===== src/design/mem_unit_pkg.sv =====
package mem_unit_pkg;

    localparam int ADDR_W    = 32;
    localparam int WORD_W    = 32;
    localparam int BYTES     = WORD_W / 8;
    localparam int TAG_W     = 8;
    localparam int MEM_TAG_W = TAG_W + 1;
    localparam int PERF_W    = 32;

    // Source bit on top of the external tag
    localparam logic SRC_FETCH = 1'b0;
    localparam logic SRC_DATA  = 1'b1;

    typedef struct packed {
        logic [ADDR_W-1:0] addr;
        logic              rw;
        logic [BYTES-1:0]  byteen;
        logic [WORD_W-1:0] data;
        logic [TAG_W-1:0]  tag;
    } data_req_t;

    typedef struct packed {
        logic [ADDR_W-1:0] addr;
        logic [TAG_W-1:0]  tag;
    } fetch_req_t;

    typedef struct packed {
        logic [WORD_W-1:0] data;
        logic [TAG_W-1:0]  tag;
    } core_rsp_t;

    typedef struct packed {
        logic [ADDR_W-1:0]    addr;
        logic                 rw;
        logic [BYTES-1:0]     byteen;
        logic [WORD_W-1:0]    data;
        logic [MEM_TAG_W-1:0] tag;
    } mem_req_t;

    typedef struct packed {
        logic [WORD_W-1:0]    data;
        logic [MEM_TAG_W-1:0] tag;
    } mem_rsp_t;

    typedef struct packed {
        logic [PERF_W-1:0] reads;
        logic [PERF_W-1:0] writes;
        logic [PERF_W-1:0] latency;
    } perf_mem_t;

endpackage


===== src/design/smem_router.sv =====
module smem_router import mem_unit_pkg::*; #(
    parameter logic [ADDR_W-1:0] SMEM_BASE  = 32'h0000_1000,
    parameter int                SMEM_WORDS = 64
) (
    input  logic      data_req_valid,
    input  data_req_t data_req,
    output logic      data_req_ready,

    output logic      smem_req_valid,
    output data_req_t smem_req,
    input  logic      smem_req_ready,

    output logic      ext_req_valid,
    output data_req_t ext_req,
    input  logic      ext_req_ready,

    input  logic      smem_rsp_valid,
    input  core_rsp_t smem_rsp,
    output logic      smem_rsp_ready,

    input  logic      ext_rsp_valid,
    input  core_rsp_t ext_rsp,
    output logic      ext_rsp_ready,

    output logic      data_rsp_valid,
    output core_rsp_t data_rsp,
    input  logic      data_rsp_ready
);

    // Lowest address bit above the window offset
    localparam int WIN_LSB = $clog2(BYTES) + $clog2(SMEM_WORDS);

    logic in_win;
    logic smem_free;

    assign in_win = (data_req.addr[ADDR_W-1:WIN_LSB] == SMEM_BASE[ADDR_W-1:WIN_LSB]);

    // An external response already on the output must not be overtaken
    assign smem_free = !(ext_rsp_valid && !smem_rsp_valid);

    assign smem_req_valid = data_req_valid && in_win && smem_free;
    assign ext_req_valid  = data_req_valid && !in_win;
    assign smem_req       = data_req;
    assign ext_req        = data_req;

    assign data_req_ready = in_win ? (smem_req_ready && smem_free) : ext_req_ready;

    // Scratchpad wins, it is the short path
    assign data_rsp_valid = smem_rsp_valid || ext_rsp_valid;
    assign data_rsp       = smem_rsp_valid ? smem_rsp : ext_rsp;
    assign smem_rsp_ready = data_rsp_ready;
    assign ext_rsp_ready  = data_rsp_ready && !smem_rsp_valid;

endmodule


===== src/design/shared_mem.sv =====
module shared_mem import mem_unit_pkg::*; #(
    parameter int SMEM_WORDS = 64
) (
    input  logic      clk,
    input  logic      reset,

    input  logic      req_valid,
    input  data_req_t req,
    output logic      req_ready,

    output logic      rsp_valid,
    output core_rsp_t rsp,
    input  logic      rsp_ready
);

    localparam int IDX_W    = $clog2(SMEM_WORDS);
    localparam int WORD_LSB = $clog2(BYTES);

    logic [WORD_W-1:0] mem [SMEM_WORDS];

    logic [IDX_W-1:0]  idx;
    logic [WORD_W-1:0] rd_word;
    logic [WORD_W-1:0] wr_word;
    logic              req_fire;

    assign idx       = req.addr[WORD_LSB +: IDX_W];
    assign rd_word   = mem[idx];
    assign req_ready = !rsp_valid || rsp_ready;
    assign req_fire  = req_valid && req_ready;

    // Byte merge of the write data into the stored word
    always_comb begin
        for (int b = 0; b < BYTES; b++) begin
            wr_word[b*8 +: 8] = req.byteen[b] ? req.data[b*8 +: 8] : rd_word[b*8 +: 8];
        end
    end

    always_ff @(posedge clk) begin
        if (req_fire) begin
            if (req.rw) begin
                mem[idx] <= wr_word;
            end
            rsp.data <= req.rw ? wr_word : rd_word;
            rsp.tag  <= req.tag;
        end
    end

    always_ff @(posedge clk) begin
        if (reset) begin
            rsp_valid <= 1'b0;
        end else if (req_fire) begin
            rsp_valid <= 1'b1;
        end else if (rsp_ready) begin
            rsp_valid <= 1'b0;
        end
    end

endmodule


===== src/design/mem_arb.sv =====
module mem_arb import mem_unit_pkg::*; (
    input  logic       clk,
    input  logic       reset,

    input  logic       fetch_req_valid,
    input  fetch_req_t fetch_req,
    output logic       fetch_req_ready,

    input  logic       data_req_valid,
    input  data_req_t  data_req,
    output logic       data_req_ready,

    output logic       mem_req_valid,
    output mem_req_t   mem_req,
    input  logic       mem_req_ready,

    input  logic       mem_rsp_valid,
    input  mem_rsp_t   mem_rsp,
    output logic       mem_rsp_ready,

    output logic       fetch_rsp_valid,
    output core_rsp_t  fetch_rsp,
    input  logic       fetch_rsp_ready,

    output logic       data_rsp_valid,
    output core_rsp_t  data_rsp,
    input  logic       data_rsp_ready
);

    logic prio;
    logic locked;
    logic lock_src;
    logic grant;
    logic rsp_src;

    always_comb begin
        if (locked) begin
            grant = lock_src;
        end else if (fetch_req_valid && data_req_valid) begin
            grant = prio;
        end else begin
            grant = data_req_valid ? SRC_DATA : SRC_FETCH;
        end
    end

    assign mem_req_valid   = fetch_req_valid || data_req_valid;
    assign fetch_req_ready = mem_req_ready && (grant == SRC_FETCH);
    assign data_req_ready  = mem_req_ready && (grant == SRC_DATA);

    always_comb begin
        if (grant == SRC_DATA) begin
            mem_req.addr   = data_req.addr;
            mem_req.rw     = data_req.rw;
            mem_req.byteen = data_req.byteen;
            mem_req.data   = data_req.data;
            mem_req.tag    = {SRC_DATA, data_req.tag};
        end else begin
            // Fetches are plain reads
            mem_req.addr   = fetch_req.addr;
            mem_req.rw     = 1'b0;
            mem_req.byteen = '0;
            mem_req.data   = '0;
            mem_req.tag    = {SRC_FETCH, fetch_req.tag};
        end
    end

    // Other source first after a transfer, held grant while stalled
    always_ff @(posedge clk) begin
        if (reset) begin
            prio     <= SRC_FETCH;
            locked   <= 1'b0;
            lock_src <= SRC_FETCH;
        end else if (mem_req_valid && mem_req_ready) begin
            prio   <= ~grant;
            locked <= 1'b0;
        end else if (mem_req_valid) begin
            locked   <= 1'b1;
            lock_src <= grant;
        end
    end

    assign rsp_src = mem_rsp.tag[MEM_TAG_W-1];

    assign fetch_rsp_valid = mem_rsp_valid && (rsp_src == SRC_FETCH);
    assign data_rsp_valid  = mem_rsp_valid && (rsp_src == SRC_DATA);
    assign fetch_rsp.data  = mem_rsp.data;
    assign fetch_rsp.tag   = mem_rsp.tag[TAG_W-1:0];
    assign data_rsp.data   = mem_rsp.data;
    assign data_rsp.tag    = mem_rsp.tag[TAG_W-1:0];
    assign mem_rsp_ready   = (rsp_src == SRC_DATA) ? data_rsp_ready : fetch_rsp_ready;

endmodule


===== src/design/mem_perf.sv =====
module mem_perf import mem_unit_pkg::*; (
    input  logic      clk,
    input  logic      reset,
    input  logic      mem_req_valid,
    input  logic      mem_req_ready,
    input  logic      mem_req_rw,
    input  logic      mem_rsp_valid,
    input  logic      mem_rsp_ready,
    output perf_mem_t perf
);

    logic              rd_fire;
    logic              wr_fire;
    logic              rsp_fire;
    logic [PERF_W-1:0] pending;

    assign rd_fire  = mem_req_valid && mem_req_ready && !mem_req_rw;
    assign wr_fire  = mem_req_valid && mem_req_ready && mem_req_rw;
    assign rsp_fire = mem_rsp_valid && mem_rsp_ready;

    always_ff @(posedge clk) begin
        if (reset) begin
            pending      <= '0;
            perf.reads   <= '0;
            perf.writes  <= '0;
            perf.latency <= '0;
        end else begin
            // Reads in flight
            pending <= pending + PERF_W'(rd_fire) - PERF_W'(rsp_fire);
            if (rd_fire) begin
                perf.reads <= perf.reads + 1'b1;
            end
            if (wr_fire) begin
                perf.writes <= perf.writes + 1'b1;
            end
            perf.latency <= perf.latency + pending;
        end
    end

endmodule


===== src/design/mem_unit.sv =====
module mem_unit import mem_unit_pkg::*; #(
    parameter logic [ADDR_W-1:0] SMEM_BASE  = 32'h0000_1000,
    parameter int                SMEM_WORDS = 64
) (
    input  logic       clk,
    input  logic       reset,

    input  logic       fetch_req_valid,
    input  fetch_req_t fetch_req,
    output logic       fetch_req_ready,
    output logic       fetch_rsp_valid,
    output core_rsp_t  fetch_rsp,
    input  logic       fetch_rsp_ready,

    input  logic       data_req_valid,
    input  data_req_t  data_req,
    output logic       data_req_ready,
    output logic       data_rsp_valid,
    output core_rsp_t  data_rsp,
    input  logic       data_rsp_ready,

    output logic       mem_req_valid,
    output mem_req_t   mem_req,
    input  logic       mem_req_ready,
    input  logic       mem_rsp_valid,
    input  mem_rsp_t   mem_rsp,
    output logic       mem_rsp_ready,

    output perf_mem_t  perf
);

    logic      smem_req_valid;
    data_req_t smem_req;
    logic      smem_req_ready;
    logic      smem_rsp_valid;
    core_rsp_t smem_rsp;
    logic      smem_rsp_ready;

    logic      ext_data_req_valid;
    data_req_t ext_data_req;
    logic      ext_data_req_ready;
    logic      ext_data_rsp_valid;
    core_rsp_t ext_data_rsp;
    logic      ext_data_rsp_ready;

    smem_router #(
        .SMEM_BASE  (SMEM_BASE),
        .SMEM_WORDS (SMEM_WORDS)
    ) i_smem_router (
        .data_req_valid (data_req_valid),
        .data_req       (data_req),
        .data_req_ready (data_req_ready),
        .smem_req_valid (smem_req_valid),
        .smem_req       (smem_req),
        .smem_req_ready (smem_req_ready),
        .ext_req_valid  (ext_data_req_valid),
        .ext_req        (ext_data_req),
        .ext_req_ready  (ext_data_req_ready),
        .smem_rsp_valid (smem_rsp_valid),
        .smem_rsp       (smem_rsp),
        .smem_rsp_ready (smem_rsp_ready),
        .ext_rsp_valid  (ext_data_rsp_valid),
        .ext_rsp        (ext_data_rsp),
        .ext_rsp_ready  (ext_data_rsp_ready),
        .data_rsp_valid (data_rsp_valid),
        .data_rsp       (data_rsp),
        .data_rsp_ready (data_rsp_ready)
    );

    shared_mem #(
        .SMEM_WORDS (SMEM_WORDS)
    ) i_shared_mem (
        .clk       (clk),
        .reset     (reset),
        .req_valid (smem_req_valid),
        .req       (smem_req),
        .req_ready (smem_req_ready),
        .rsp_valid (smem_rsp_valid),
        .rsp       (smem_rsp),
        .rsp_ready (smem_rsp_ready)
    );

    mem_arb i_mem_arb (
        .clk             (clk),
        .reset           (reset),
        .fetch_req_valid (fetch_req_valid),
        .fetch_req       (fetch_req),
        .fetch_req_ready (fetch_req_ready),
        .data_req_valid  (ext_data_req_valid),
        .data_req        (ext_data_req),
        .data_req_ready  (ext_data_req_ready),
        .mem_req_valid   (mem_req_valid),
        .mem_req         (mem_req),
        .mem_req_ready   (mem_req_ready),
        .mem_rsp_valid   (mem_rsp_valid),
        .mem_rsp         (mem_rsp),
        .mem_rsp_ready   (mem_rsp_ready),
        .fetch_rsp_valid (fetch_rsp_valid),
        .fetch_rsp       (fetch_rsp),
        .fetch_rsp_ready (fetch_rsp_ready),
        .data_rsp_valid  (ext_data_rsp_valid),
        .data_rsp        (ext_data_rsp),
        .data_rsp_ready  (ext_data_rsp_ready)
    );

    mem_perf i_mem_perf (
        .clk           (clk),
        .reset         (reset),
        .mem_req_valid (mem_req_valid),
        .mem_req_ready (mem_req_ready),
        .mem_req_rw    (mem_req.rw),
        .mem_rsp_valid (mem_rsp_valid),
        .mem_rsp_ready (mem_rsp_ready),
        .perf          (perf)
    );

endmodule


===== config.mk =====
export PLATFORM = sky130hd
export DESIGN_NAME = mem_unit
export DESIGN_NICKNAME = d
export VERILOG_FILES = /design/src/design/mem_unit_pkg.sv /design/src/design/smem_router.sv /design/src/design/shared_mem.sv /design/src/design/mem_arb.sv /design/src/design/mem_perf.sv /design/src/design/mem_unit.sv
export SDC_FILE = /design/constraint.sdc
export NUM_CORES = 2
export LEC_CHECK = 0
export BUFFER_PORTS_ARGS = -buffer_cell sky130_fd_sc_hd__buf_2
export CAP_MARGIN = 20
export CORE_MARGIN = 8
export CORE_UTILIZATION = 50
export CTS_BUF_LIST = sky130_fd_sc_hd__clkbuf_4
export CTS_CLUSTER_SIZE = 25
export DETAILED_ROUTE_END_ITERATION = 7
export GPL_ROUTABILITY_DRIVEN = 0
export PLACE_DENSITY = 0.67
export REMOVE_ABC_BUFFERS = 1
export SYNTH_ARGS = -nofsm -noshare
export SYNTH_HDL_FRONTEND = slang
export SYNTH_SLANG_ARGS = --single-unit

===== constraint.sdc =====
create_clock -name clk -period 10.57 [get_ports clk]
set_input_delay 0.5285 -clock clk [delete_from_list [all_inputs] [get_ports clk]]
set_output_delay 0.5285 -clock clk [all_outputs]
set_load 0.02 [all_outputs]

==> out/summary.txt <==
Clock Sink Count: 2220
H-tree lvl count: 6
Max Fanout on Critical Path: 37
placement-stage cell area: 90500 um2
FF-to-FF Start: i_mem_arb.prio$_SDFFE_PP0P_
register bit total from synthesis: 2220
antenna violations before repair: 11
Post-Route Skew: 0.149 ns
total met2 wirelength after detailed routing: 124000 um
area of the core: 169000 um2
grt ovf: 0
sum of negative setup slack: 0 ns
ratio of final minimum period to clock period: 0.495
crit path setup slack, layout: 5.34 ns
Slew Limit Fails: 0
Detailed Place HPWL: 153000 um
type of the setup path with the least slack: flop to flop
maximum clock rate: 0.191 GHz
number of hold-slack violations in the final timing report: 0
data arrival time of the critical path: 6.40 ns
number of I/O port buffers: 425
number of enable flip-flop cells after synthesis: 2088
Gates resized, CTS repair: 0
post-route design area: 98300 um2
DIE HEIGHT: 428 um
number of violations of the max-capacitance limit: 0
relative slew slack: 0.116
top_reg_cell synth: edfxtp_1
Syn Area/Cell: 16.6 um2
minimum period implied by the final worst setup slack: 5.23 ns
Syn Std Cell Area: 85100 um2
initial detailed-routing violation count: 6594
clock insertion delay at the later pin of the skew report: 1.38 ns
yosys warns: 0
CTS root buf: clkbuf_4
classification of the worst-slack hold path: primary input to flop
worst hold path startpoint: data_req[42]
category of the worst setup path launch point: flop
first drt pass iteration count: 6
hold_ws: 0.0551 ns
initial cell density of the core: 0.503
combined area of the multi-input logic cells: 18600 um2
detail-routed net length per standard cell: 30.8 um
type of element capturing the critical path: flop
power per standard cell area: 202 nW/um2
register cell area after layout: 65300 um2
number of CTS-inserted buffers: 576
Placement Rows: 151
share of flip-flops with an asynchronous set or reset after synthesis: 0
total wirelength of the detailed-routed design: 265000 um
Worst VDD drop: 0.120 mV
pre-CTS setup slack: 4.37 ns
largest area contributor in the netlist: edfxtp_1
run status: finished, final reports clean
Via-to-Cell Ratio: 6.39
net total in the final layout: 6233
critical path required time: 11.74 ns
die outline area: 184000 um2
Ports: 426
highest metal used: met5
number of buffers on the longest clock path: 4
global router's overall resource usage: 0.277
synthesized instance count: 5126
number of DRC violations after detailed routing: 0
commonest cells after routing, fill and taps aside: edfxtp_1, clkbuf_4, a22oi_1
CTS tree: done
count of cell types in the netlist: 76
most common library cell in the layout ignoring fill and taps: edfxtp_1
maximum number of pins on one net before global-route repair: 127
top-area cell type share of the netlist area: 0.737
met1 layer wirelength in the final routing: 96200 um
sequential area share after synthesis: 0.768
via count: 54965
ANT nets after route: 0
global-route wire length before repair: 376000 um
die width: 428 um
area overhead of the layout relative to synthesis: 15.6%
count of endpoints failing setup in the final report: 0
Area contributors post-synth: edfxtp_1, a22oi_1, dfxtp_1
setup repair after global routing missed its margin: false
Leak: 32.8 nW
met3 WL post-DR: 29700 um
worst setup path startpoint: i_mem_arb.prio$_SDFFE_PP0P_
fraction of layout cells with a size suffix above 1: 0.267
final-layout fill cell count: 12927
measured slew at the worst slew-check pin: 1.32 ns
Clock transition at path regs: 0.06 ns
vias in the first global route: 53911
==> Yosys cell counts, drive strengths merged, types with 11 or more instances <==
master	count
edfxtp	2088
a22oi	667
clkbuf	228
nor2	205
a31oi	187
a221oi	185
a22o	184
mux2	142
dfxtp	132
a21oi	126
buf	124
nand4	104
nand2	86
inv	71
ha	65
nand3	64
o21ai	50
xor2	47
and2	46
nor4	37
xnor2	32
a21o	31
nor2b	26
nor3	24
and3	21
nand2b	12
or3	12
and4	11
o21a	11
o21bai	11
==> per-stage QoR <==
stage | util | power, W | std cells
final | 0.581 | 0.0198 | 8596
after global routing | 0.581 | 0.0206 | 8592
after CTS | 0.580 | 0.0199 | 8583
after detailed placement | 0.535 | 0.0128 | 7559
after global placement | 0.534 | 0.0127 | 7549
after floorplan | - | 0.0119 | 4774
==> worst paths after layout <==
check                                  endpoint  slack (ns)  cells past startpoint
max reg2reg   i_mem_perf.pending[30]$_SDFF_PP0_        5.34                     19
min reg2reg         i_mem_arb.prio$_SDFFE_PP0P_        0.47                      2
min          i_shared_mem.mem[20][20]$_DFFE_PP_        0.06                      2
max           i_mem_perf.pending[30]$_SDFF_PP0_        5.34                     19
==> sequential cells by signal, summed over array words and instances (netlist names) <==
name / count
i_mem_perf.perf: 96
i_shared_mem.rsp: 40
i_mem_arb.prio: 1
i_mem_arb.locked: 1
i_mem_perf.pending: 32
i_shared_mem.mem: 2048
i_shared_mem.rsp_valid: 1
i_mem_arb.lock_src: 1
==> report_power, final <==
part | total [W] | internal, W | switching [W]
Sequential | 0.0100 | 0.00992 | 0.0000992
Clock | 0.00717 | 0.00382 | 0.00335
Combinational | 0.00265 | 0.000924 | 0.00172
Total | 0.0198 | 0.0147 | 0.00517
==> cells by family after synthesis <==
logic type               Yosys count  share of synthesized area
buffers and inverters            423                     0.0208
adder cells (fa/ha/maj)           67                     0.0100
multiplexers                     148                     0.0195
AND/OR/NAND/NOR                  676                     0.0417
XOR/XNOR                          79                    0.00813
AO/OA/AOI/OAI                   1513                      0.132
flip-flops                      2220                      0.768
==> routing by layer <==
layer	global-route usage	vias up
met5	0	-
met4	0.148	2
met3	0.0705	613
met2	0.442	3800
met1	0.351	27341
li1	-	23209
==> critical path, stage by stage, from the launching register on <==
cell,delay (ns)
dfxtp_1,0.34
nor2b_1,0.06
a2111oi_0,0.81
nor2_4,0.04
inv_2,0.68
a21oi_2,0.23
inv_1,0.20
ha_1,0.25
inv_1,0.06
ha_1,0.18
inv_1,0.07
fa_1,0.40
nor2b_1,0.21
o31a_1,0.23
o2111ai_1,0.20
nand3_1,0.15
a41oi_1,0.26
o21bai_1,0.32
o21ai_0,0.14
mux2_2,0.28
==> layout make-up <==
| cell class | count | area share |
|---|---|---|
| repair buffers | 648 | 0.0440 |
| clock buffers | 837 | 0.0639 |
| well taps | 2218 | 0.0282 |
| inverters | 71 | 0.00271 |
| multi-input cells | 2483 | 0.189 |
| flip-flops and latches | 2220 | 0.665 |
| clock inverters | 108 | 0.00669 |
| diodes | 11 | 0.000280 |
==> repair_timing <==
item                      in CTS  in global routing
hold buffers                  79                  0
hold endpoints to repair     174                  0
setup buffers                  0                  0
No activity file was read; power rests on OpenSTA's default activity.
